--- config.mk ---
export PLATFORM = sky130hd
export DESIGN_NAME = fetch_unit
export DESIGN_NICKNAME = d
export VERILOG_FILES = /design/src/source/fetch_pkg.sv /design/src/source/instruction_rom.sv /design/src/source/target_buffer.sv /design/src/source/predictor_table.sv /design/src/source/fetch_sequencer.sv /design/src/source/fetch_unit.sv
export SDC_FILE = /design/constraint.sdc
export NUM_CORES = 2
export LEC_CHECK = 0
export BUFFER_PORTS_ARGS = -buffer_cell sky130_fd_sc_hd__buf_2
export CAP_MARGIN = 0
export CORE_AREA = 3 3 402 404
export CTS_CLUSTER_DIAMETER = 30
export DETAILED_ROUTE_END_ITERATION = 7
export DIE_AREA = 0 0 405 407
export GPL_TIMING_DRIVEN = 0
export PLACE_DENSITY_LB_ADDON = 0.15
export SETUP_SLACK_MARGIN = 0.02
export SLEW_MARGIN = 15
export SYNTH_ARGS = -nofsm -noshare
export SYNTH_HDL_FRONTEND = slang
export SYNTH_SLANG_ARGS = --single-unit
--- constraint.sdc ---
create_clock -name clk -period 39.8 [get_ports clk]
set_clock_uncertainty 0.15 [all_clocks]
set_input_delay 3.98 -clock clk [delete_from_list [all_inputs] [get_ports clk]]
set_output_delay 3.98 -clock clk [all_outputs]
set_load 0.01 [all_outputs]
--- src/program.hex ---
// One 32-bit instruction word per line, hex, word index 0 upward
00000013
00100093
00200113
002081b3
40110233
0041f2b3
0052e333
005343b3
00739413
0033d493
00a00513
00b50593
fea58ee3
00c58633
0062a6b3
00d68733
00e707b3
00f78833
010808b3
01188933
c0ffee01
012909b3
01398a33
014a0ab3
015a8b33
016b0bb3
017b8c33
018c0cb3
019c8d33
01ad0db3
01bd8e33
00008067
--- src/source/fetch_pkg.sv ---
////////////////////////////////////////////////////////////////////////////
// Shared types for the fetch unit and its predictor
////////////////////////////////////////////////////////////////////////////

package fetch_pkg;

    // One machine word, used for both addresses and instructions
    typedef logic [31:0] word_t;

    // Two-bit saturating predictor state
    // Upper half predicts taken, lower half predicts sequential
    typedef enum logic [1:0] {
        strong_nt = 2'b00,
        weak_nt   = 2'b01,
        weak_t    = 2'b10,
        strong_t  = 2'b11
    } pred_state_e;

    ////////////////////////////////////////////////////////////////////////////
    // Branch resolution from later in the pipeline
    ////////////////////////////////////////////////////////////////////////////

    typedef struct packed {
        // Resolved instruction was a branch
        logic  branch;
        // Actual direction
        logic  taken;
        // Fetched path was wrong, redirect needed
        logic  mispredict;
        // Address of the resolved branch
        word_t branch_pc;
        // Correct next address
        word_t dest;
    } resolve_t;

    ////////////////////////////////////////////////////////////////////////////
    // Registered fetch output
    ////////////////////////////////////////////////////////////////////////////

    typedef struct packed {
        // Address of the fetched word
        word_t pc;
        // Predicted address of the following fetch
        word_t npc;
        // Fetched instruction
        word_t instr;
    } fetch_t;

endpackage

--- src/source/instruction_rom.sv ---
`timescale 1ns/1ns

////////////////////////////////////////////////////////////////////////////
// Instruction store, read only, asynchronous read
////////////////////////////////////////////////////////////////////////////

module instruction_rom import fetch_pkg::*; #(
    parameter int DEPTH = 32
) (
    input  word_t fetch_addr,
    output word_t instr_word
);

    // Entry select width
    localparam int IDX_W = $clog2(DEPTH);

    // Program image
    word_t rom [DEPTH];

    // Entry selected by the word index
    logic [IDX_W-1:0] rd_idx;

    // Contents fixed at time zero
    initial begin
        $readmemh("/design/src/program.hex", rom);
    end

    // Only the low index bits address the store
    assign rd_idx = fetch_addr[IDX_W-1:0];

    // Combinational read, same cycle as the address
    assign instr_word = rom[rd_idx];

endmodule

--- src/source/target_buffer.sv ---
`timescale 1ns/1ns

////////////////////////////////////////////////////////////////////////////
// Next-address table
////////////////////////////////////////////////////////////////////////////

module target_buffer import fetch_pkg::*; #(
    parameter int DEPTH = 32
) (
    input  logic                     clk,
    input  logic                     rst,
    input  logic                     target_we,
    input  logic [$clog2(DEPTH)-1:0] target_idx,
    input  word_t                    target_data,
    input  word_t                    fetch_addr,
    output word_t                    pred_next
);

    localparam int IDX_W = $clog2(DEPTH);

    // Predicted successor per entry
    word_t next_addr [DEPTH];

    // Read select from the fetch address
    logic [IDX_W-1:0] rd_idx;

    assign rd_idx = fetch_addr[IDX_W-1:0];

    // Old contents are seen here on a write edge
    assign pred_next = next_addr[rd_idx];

    ////////////////////////////////////////////////////////////////////////////
    // Storage
    ////////////////////////////////////////////////////////////////////////////

    always_ff @(posedge clk or posedge rst) begin
        if (rst) begin
            // Every entry points at the sequential successor
            for (int i = 0; i < DEPTH; i++) begin
                next_addr[i] <= word_t'(i + 1);
            end
        end else if (target_we) begin
            // Learned destination replaces the stored one
            next_addr[target_idx] <= target_data;
        end
    end

endmodule

--- src/source/predictor_table.sv ---
`timescale 1ns/1ns

////////////////////////////////////////////////////////////////////////////
// Per-entry 2-bit saturating counters
////////////////////////////////////////////////////////////////////////////

module predictor_table import fetch_pkg::*; #(
    parameter int DEPTH = 32
) (
    input  logic                     clk,
    input  logic                     rst,
    input  logic                     mem_stall,
    input  resolve_t                 resolve,
    output logic                     target_we,
    output logic [$clog2(DEPTH)-1:0] target_idx,
    output word_t                    target_data
);

    localparam int IDX_W = $clog2(DEPTH);

    // Counter bank
    pred_state_e counter [DEPTH];

    // Entry of the resolved branch
    logic [IDX_W-1:0] upd_idx;
    // Current and stepped state of that entry
    pred_state_e      cur_state;
    pred_state_e      nxt_state;
    // Training allowed this cycle
    logic             step_en;
    // Step moves across the taken boundary
    logic             crosses;

    // One saturating step toward the resolved direction
    function automatic pred_state_e step_state(input pred_state_e s, input logic tkn);
        pred_state_e r;
        r = s;
        if (tkn) begin
            case (s)
                strong_nt: r = weak_nt;
                weak_nt:   r = weak_t;
                weak_t:    r = strong_t;
                default:   r = strong_t;
            endcase
        end else begin
            case (s)
                strong_t:  r = weak_t;
                weak_t:    r = weak_nt;
                weak_nt:   r = strong_nt;
                default:   r = strong_nt;
            endcase
        end
        return r;
    endfunction

    ////////////////////////////////////////////////////////////////////////////
    // Step and boundary decision
    ////////////////////////////////////////////////////////////////////////////

    assign upd_idx   = resolve.branch_pc[IDX_W-1:0];
    assign cur_state = counter[upd_idx];
    assign nxt_state = step_state(cur_state, resolve.taken);

    // Memory stall freezes training too
    assign step_en = resolve.branch && !mem_stall;

    // weak_nt -> weak_t on taken, weak_t -> weak_nt on not taken
    assign crosses = (resolve.taken && (cur_state == weak_nt)) ||
                     (!resolve.taken && (cur_state == weak_t));

    // Target rewrite request
    assign target_we   = step_en && crosses;
    assign target_idx  = upd_idx;
    assign target_data = resolve.dest;

    ////////////////////////////////////////////////////////////////////////////
    // Counter update
    ////////////////////////////////////////////////////////////////////////////

    always_ff @(posedge clk or posedge rst) begin
        if (rst) begin
            // Start weakly sequential
            for (int i = 0; i < DEPTH; i++) begin
                counter[i] <= weak_nt;
            end
        end else if (step_en) begin
            counter[upd_idx] <= nxt_state;
        end
    end

endmodule

--- src/source/fetch_sequencer.sv ---
`timescale 1ns/1ns

////////////////////////////////////////////////////////////////////////////
// Program counter and fetch output registers
////////////////////////////////////////////////////////////////////////////

module fetch_sequencer import fetch_pkg::*; (
    input  logic     clk,
    input  logic     rst,
    input  logic     stall,
    input  logic     mem_stall,
    input  resolve_t resolve,
    input  word_t    instr_word,
    input  word_t    pred_next,
    output word_t    fetch_addr,
    output fetch_t   fetch
);

    // Register load and its contents
    logic   load_en;
    fetch_t fetch_nxt;

    ////////////////////////////////////////////////////////////////////////////
    // Address select
    ////////////////////////////////////////////////////////////////////////////

    // Redirect target wins over the held prediction
    always_comb begin
        if (resolve.mispredict) begin
            fetch_addr = resolve.dest;
        end else begin
            fetch_addr = fetch.npc;
        end
    end

    // Same fill for redirect and advance
    // ROM word and prediction both follow fetch_addr
    always_comb begin
        fetch_nxt.pc    = fetch_addr;
        fetch_nxt.npc   = pred_next;
        fetch_nxt.instr = instr_word;
    end

    ////////////////////////////////////////////////////////////////////////////
    // Priority: mem_stall, mispredict, stall, advance
    ////////////////////////////////////////////////////////////////////////////

    always_comb begin
        if (mem_stall) begin
            // Whole unit frozen
            load_en = 1'b0;
        end else if (resolve.mispredict) begin
            // Flush overrides pipeline stall
            load_en = 1'b1;
        end else if (stall) begin
            load_en = 1'b0;
        end else begin
            // Sequential or predicted step
            load_en = 1'b1;
        end
    end

    // Output registers
    always_ff @(posedge clk or posedge rst) begin
        if (rst) begin
            fetch.pc    <= '0;
            fetch.npc   <= '0;
            fetch.instr <= '0;
        end else if (load_en) begin
            fetch <= fetch_nxt;
        end
    end

endmodule

--- src/source/fetch_unit.sv ---
`timescale 1ns/1ns

////////////////////////////////////////////////////////////////////////////
// Fetch unit top level
////////////////////////////////////////////////////////////////////////////

module fetch_unit import fetch_pkg::*; #(
    parameter int DEPTH = 32
) (
    input  logic     clk,
    input  logic     rst,
    input  logic     stall,
    input  logic     mem_stall,
    input  resolve_t resolve,
    output fetch_t   fetch
);

    localparam int IDX_W = $clog2(DEPTH);

    // Fetch address and what it reads
    word_t fetch_addr;
    word_t instr_word;
    word_t pred_next;

    // Predictor to target table write port
    logic             target_we;
    logic [IDX_W-1:0] target_idx;
    word_t            target_data;

    ////////////////////////////////////////////////////////////////////////////
    // PC and output registers
    ////////////////////////////////////////////////////////////////////////////

    fetch_sequencer u_seq (
        .clk        (clk),
        .rst        (rst),
        .stall      (stall),
        .mem_stall  (mem_stall),
        .resolve    (resolve),
        .instr_word (instr_word),
        .pred_next  (pred_next),
        .fetch_addr (fetch_addr),
        .fetch      (fetch)
    );

    // Program store
    instruction_rom #(
        .DEPTH (DEPTH)
    ) u_rom (
        .fetch_addr (fetch_addr),
        .instr_word (instr_word)
    );

    ////////////////////////////////////////////////////////////////////////////
    // Branch prediction
    ////////////////////////////////////////////////////////////////////////////

    // Next-address table
    target_buffer #(
        .DEPTH (DEPTH)
    ) u_tgt (
        .clk         (clk),
        .rst         (rst),
        .target_we   (target_we),
        .target_idx  (target_idx),
        .target_data (target_data),
        .fetch_addr  (fetch_addr),
        .pred_next   (pred_next)
    );

    // Counters and rewrite decision
    predictor_table #(
        .DEPTH (DEPTH)
    ) u_pred (
        .clk         (clk),
        .rst         (rst),
        .mem_stall   (mem_stall),
        .resolve     (resolve),
        .target_we   (target_we),
        .target_idx  (target_idx),
        .target_data (target_data)
    );

endmodule

Yosys cells after proc, flatten, opt, wreduce, memory -nomap -nowiden. Index checks and enable logic that the tools add are counted.

Register bits: 1184. Input bits: 71. Output and inout bits: 96.

Order comparisons: 3. Equality and inequality tests: 3. Multiplexer cells: 19. Bitwise operators: 2. Reduce and logical (&&, ||, !) cells: 9.

Operators with widths (count): $bwmux 1024 (1); $bmux 32 s5 (1); $demux 32 s5 (1); $mux 32 (4); $bwmux 64 (1); $ge 6x6->1 const B (2); $not 5->6 (2); $bmux 2 s5 (1); $demux 2 s5 (1); $mux 2 (4); $pmux 2 s2 (2); $lt 6x1->1 const B (1); $logic_and 1x1->1 (5); $eq 2x2->1 const B (2); $mux 1 (3); $eq 2x1->1 const B (1); $logic_not 1->1 (2); $logic_not 2->1 (1); $logic_or 1x1->1 (1).

Logic depth before layout (Yosys ltp).
Depth in word-level cells: 8. Mapped depth: 13.

Modules after synthesis. Synthesis repeated with hierarchy kept, for this count alone.

Cell total of the unflattened synthesis: 4109. Area total of the unflattened synthesis: 55713.4 um^2.

Modules (own cells, without submodules): target_buffer (instances 1, cells an instance 3448, area each 47585.6 um^2, sequential area each 25725.9 um^2); fetch_sequencer (instances 1, cells an instance 310, area each 4204.0 um^2, sequential area each 2402.3 um^2); predictor_table (instances 1, cells an instance 318, area each 3679.8 um^2, sequential area each 1641.6 um^2); instruction_rom (instances 1, cells an instance 33, area each 244.0 um^2, sequential area each 0.0 um^2).

Worst setup path after synthesis. OpenSTA, ideal clock, no wires.

Kind: input port to flip-flop. Start: input port resolve[33] in the netlist's numbering. End: register u_tgt.next_addr[618] in the netlist's numbering. Setup time: 0.125 ns. Arrival: 6.231 ns. Path slack: 33.294 ns. Stages on the path: 12. Path buffers: 5. Cell sequence: buf_2 -> buf_6 -> mux2i_1 -> o221ai_1 -> a22oi_1 -> and4_4 -> buf_6 -> nand2_4 -> buf_4 -> o22ai_2 -> buf_4 -> mux2_2.

Longest elaborated chain between the ends: 8. Elaborated cells on any way between the ends: 16. Classes of those cells: 2 x order compare; 2 x eq/ne; 6 x mux; 1 x bitwise; 5 x reduce/logical.

RTL lines: from (decl) (line fetch_unit.sv:14) `input resolve_t resolve,`; $not 5->6 (implied by the code) * (line target_buffer.sv:44, predictor_table.sv:61); $bmux 2 s5 (line predictor_table.sv:61) `assign cur_state = counter[upd_idx];`; $mux 2 (implied by the code) (2 in a row) (line predictor_table.sv:61); $eq 2x1->1 / $eq 2x2->1 (equally long branches) (line predictor_table.sv:68, predictor_table.sv:69); $logic_and 1x1->1 (on tied branches) (line predictor_table.sv:68, predictor_table.sv:69); $logic_or 1x1->1 (line predictor_table.sv:68) `assign crosses = (resolve.taken && (cur_state == weak_nt)) ||`; $logic_and 1x1->1 (line predictor_table.sv:72) `assign target_we = step_en && crosses;`; to (signal, indexed assignment) (line target_buffer.sv:40) `next_addr[i] <= word_t'(i + 1);`; to (signal, indexed assignment) (line target_buffer.sv:44) `next_addr[target_idx] <= target_data;`; to (decl) (line target_buffer.sv:22) `word_t next_addr [DEPTH];`.

Every way passes the cells marked *; elsewhere a longest branch is shown, timed or not. The select of a mux whose other input is x is not followed. A chain may end at the register's enable or synchronous reset.

Final worst setup path.
Start: input port resolve[64] in the netlist's numbering. End: register u_seq.fetch[35] (netlist name).

Longest elaborated chain between the ends: 5. Elaborated cells on any way between the ends: 7. Classes of those cells: 6 x mux; 1 x bitwise.

RTL lines: $mux 32 (line fetch_sequencer.sv:29) `if (resolve.mispredict) begin`; $not 5->6 (implied by the code) (line target_buffer.sv:30) `assign pred_next = next_addr[rd_idx];`; $bmux 32 s5 (line target_buffer.sv:30); $mux 32 (implied by the code) (2 in a row) (line target_buffer.sv:30).

Several ways; a longest one is shown, not always the timed one. The select of a mux whose other input is x is not followed.

==> metrics.md <==
| Metric | Value |
|---|---|
| Comb pwr share | `16.5%` |
| Total clock buffers created by CTS | `about 340` |
| DR pass1 iterations | `6` |
| Initial antenna violation count | `18` |
| Worst-Skew Late Latency | `0.94 ns` |
| Switching power total | `~1400 µW` |
| Commonest non-fill, non-tap cell in the layout | `nand2_1` |
| Synth-to-Final Area Change | `26.88%` |
| Share of cells above drive strength 1 | `28.85%` |
| CP max FO | `10` |
| Sequential area share after synthesis | `between 50% and 60%` |
| Max-Cap Viols | `0` |
| Setup bufs post-CTS | `0` |
| Final instance area | `~70000 µm²` |
| Root buffer cell | `clkbuf_16` |
| Slew of the pin with the lowest slew margin | `1.329 ns` |
| Reg power frac | `28.3%` |
| Fin. max-slew vios | `0` |
| Dominant synthesized flop cell | `dfrtp_1` |
| Global placer's final weighted congestion | `just under 0.9` |
| # IOs | `between 150 and 200` |
| Slew HR | `11.41%` |
| Avg Cell Area, Syn | `11.49 µm²` |
| Most frequent cells in the layout | `nand2_1 (1130), dfrtp_1 (1039), mux2_1 (466), mux2_2 (404), clkbuf_16 (341)` |
| TritonCTS clock tree | `built` |
| Peak Freq | `between 0.1 and 0.15 GHz` |
| Async SR Flop Fraction | `100.0%` |
| Clock sink count | `approximately 1200` |
| Min Tclk post-route | `8.385 ns` |
| Mapped Cells | `4808` |
| GR peak layer | `met2` |
| Int Power | `3334 µW` |
| Post-DP Area | `58940 µm²` |
| GR Layer Usage met1 | `37.08%` |
| Syn Std Cell Area | `about 55000 µm²` |
| Global-route wire length before repair | `323700 µm` |
| Met2 Track Usage GR | `between 40 and 50%` |
| Vias in the first global route | `~43000` |
| PostCTS Resize Cnt | `0` |
| WP data required | `40.47 ns` |
| Routed length per instance | `approximately 30 µm` |
| RSZ-0062 raised after global routing | `false` |
| Hold WC Path Type | `register to register` |
| Via count | `42806` |
| Peak supply drop | `58.50 µV` |
| Die Footprint | `164800 µm²` |
| Synth Warn # | `0` |
| Rows | `~150` |
| CP arrival | `9.06 ns` |
| Number of routed nets with antenna violations | `0` |
| Chip Height | `between 400 and 500 µm` |
| Setup TNS | `0 ns` |
| Nets@finish | `5374` |
| Hold-fix buffers, CTS | `0` |
| Largest net degree at the start of global routing | `approximately 110` |
| Static Leakage | `around 0.033 µW` |
| FF+latch count, synth | `around 1200` |
| Total GRT Usage | `between 20% and 30%` |
| Critical path endpoint category | `register` |
| Pwr Density | `67.97 nW/µm²` |
| Distinct cell type count after synthesis | `52` |
| Iter 0 DRT Violations | `between 3000 and 4000` |
| Hpwl dp | `about 150000 µm` |
| Clock transition at path regs | `roughly 0.040 ns` |
| EDFF count, synth | `0` |
| H-Tree Depth | `5` |
| Total Wirelength | `roughly 230000 µm` |
| Run status | `finished clean` |
| Setup crit start kind | `primary input` |
| Switching portion of total power | `between 20% and 30%` |
| Clock share of power | `55.1%` |
| IO buf count | `105` |
| Die Wd | `roughly 410 µm` |
| Bufs on Longest Clock Path | `4` |
| Initial Util | `between 30% and 40%` |
| Drc violations | `0` |
| Final setup violation count | `0` |
| Routing usage on met3 | `6.231%` |
| Critical path class | `primary input to register` |
| Total grt overflow | `0` |
| Core area | `158200 µm²` |
| Final hold violation count | `0` |
| Via density | `roughly 5.6` |
| Fin crit share | `21.07%` |
[cells by family after synthesis]
family	Yosys count	share of synthesized area [%]
AO/OA/AOI/OAI	470	6.529
buffers and inverters	487	4.220
flip-flops	1152	52.45
multiplexers	1144	24.61
other	1	0.006790
AND/OR/NAND/NOR	1554	12.19
[worst max-delay path, cell delays in order]
cell and delay (ns):
buf_2 0.16, mux2i_2 0.99, clkbuf_1 0.86, clkbuf_1 0.84, clkbuf_1 0.96, nand2_1 0.13, nand3_1 0.13, a31oi_1 0.18
a21oi_1 0.55, a221o_1 0.23
[layer usage]
| metal | part of all wire (%) | wire length, µm | vias up |
|---|---|---|---|
| met2 | 44 | 102200 | 1932 |
| met5 | 0.0091 | 21 | - |
| met4 | 4.7 | 10900 | 4 |
| met3 | 7.8 | 17870 | 570 |
| met1 | 43 | 99100 | 22332 |
| li1 | - | - | 17968 |
[power by group through the flow]
stage | sequential (µW) | clock [µW] | combinational (µW)
after floorplan | 1350 | 0 | 382
after global placement | 1370 | 0 | 761
after detailed placement | 1360 | 0 | 771
after CTS | 1350 | 2650 | 774
after global routing | 1360 | 2720 | 814
final | 1350 | 2630 | 787
[stage by stage]
step / util (%) / hold WS (ns) / setup slack, ns / power, µW / instances
after floorplan: - / 0.3070 / 3.411 / 1737 / 4839
after global placement: 36.96 / 0.3082 / -12.57 / 2127 / 7016
after detailed placement: 37.26 / 0.3152 / 30.88 / 2135 / 7035
after CTS: 44.28 / 0.3237 / 31.83 / 4772 / 7624
after global routing: 44.29 / 0.3393 / 31.59 / 4893 / 7627
final: 44.30 / 0.3168 / 31.42 / 4763 / 7632
[worst paths after layout]
check / from / end / slack, ns / cells past startpoint
min: u_seq.fetch[74]$_DFFE_PP0P_ / u_seq.fetch[74]$_DFFE_PP0P_ / 0.32 / 2
max in group asynchronous: rst / u_tgt.next_addr[247]$_DFFE_PP0P_ / 34.24 / 6
max: resolve[64] / u_seq.fetch[35]$_DFFE_PP0P_ / 31.42 / 10
max reg2reg: u_seq.fetch[33]$_DFFE_PP0P_ / u_seq.fetch[35]$_DFFE_PP0P_ / 34.22 / 9
min reg2reg: u_seq.fetch[74]$_DFFE_PP0P_ / u_seq.fetch[74]$_DFFE_PP0P_ / 0.32 / 2
min in group asynchronous: rst / u_tgt.next_addr[550]$_DFFE_PP0P_ / 2.89 / 2
[synthesized netlist by cell type (all sizes together) (3+ instances only)]
master  count  share of area [%]
nand3b      5              0.068
o31a        8               0.14
mux2     1080                 23
a31oi      32               0.36
a311oi    224                3.6
o32ai       4              0.063
buf       172                2.1
nand3     151                1.5
o21ai     111                1.0
or3         5              0.057
o221ai     10               0.16
nand2b      5              0.057
inv        10              0.068
a221o      32               0.58
and2        3              0.034
nand2    1132                7.7
and3      192                2.2
clkbuf    304                2.1
nor3        8              0.072
a21oi      37               0.34
dfstp     113                5.4
dfrtp    1039                 47
or2         3              0.034
mux2i      64                1.2
nor2       28               0.19
nand4       6              0.091
o22ai       7               0.16
or4         8               0.11
[state kept, by name (all words and copies together), names as in the netlist]
register	cells
u_tgt.next_addr	1024
u_pred.counter	64
u_seq.fetch	64
[cell type report]
| type | count | area [µm²] |
|---|---|---|
| multi-input combinational | 3200 | 24070 |
| timing repair buffer | 124 | 950.9 |
| clock buffer | 457 | 9669 |
| clock inverter | 132 | 1445 |
| fill | 14908 | 88120 |
| antenna | 8 | 20.02 |
| buffer | 476 | 2312 |
| tap | 2072 | 2592 |
| sequential | 1152 | 28970 |
| inverter | 11 | 48.80 |
Power figures use the tool's default switching activity.
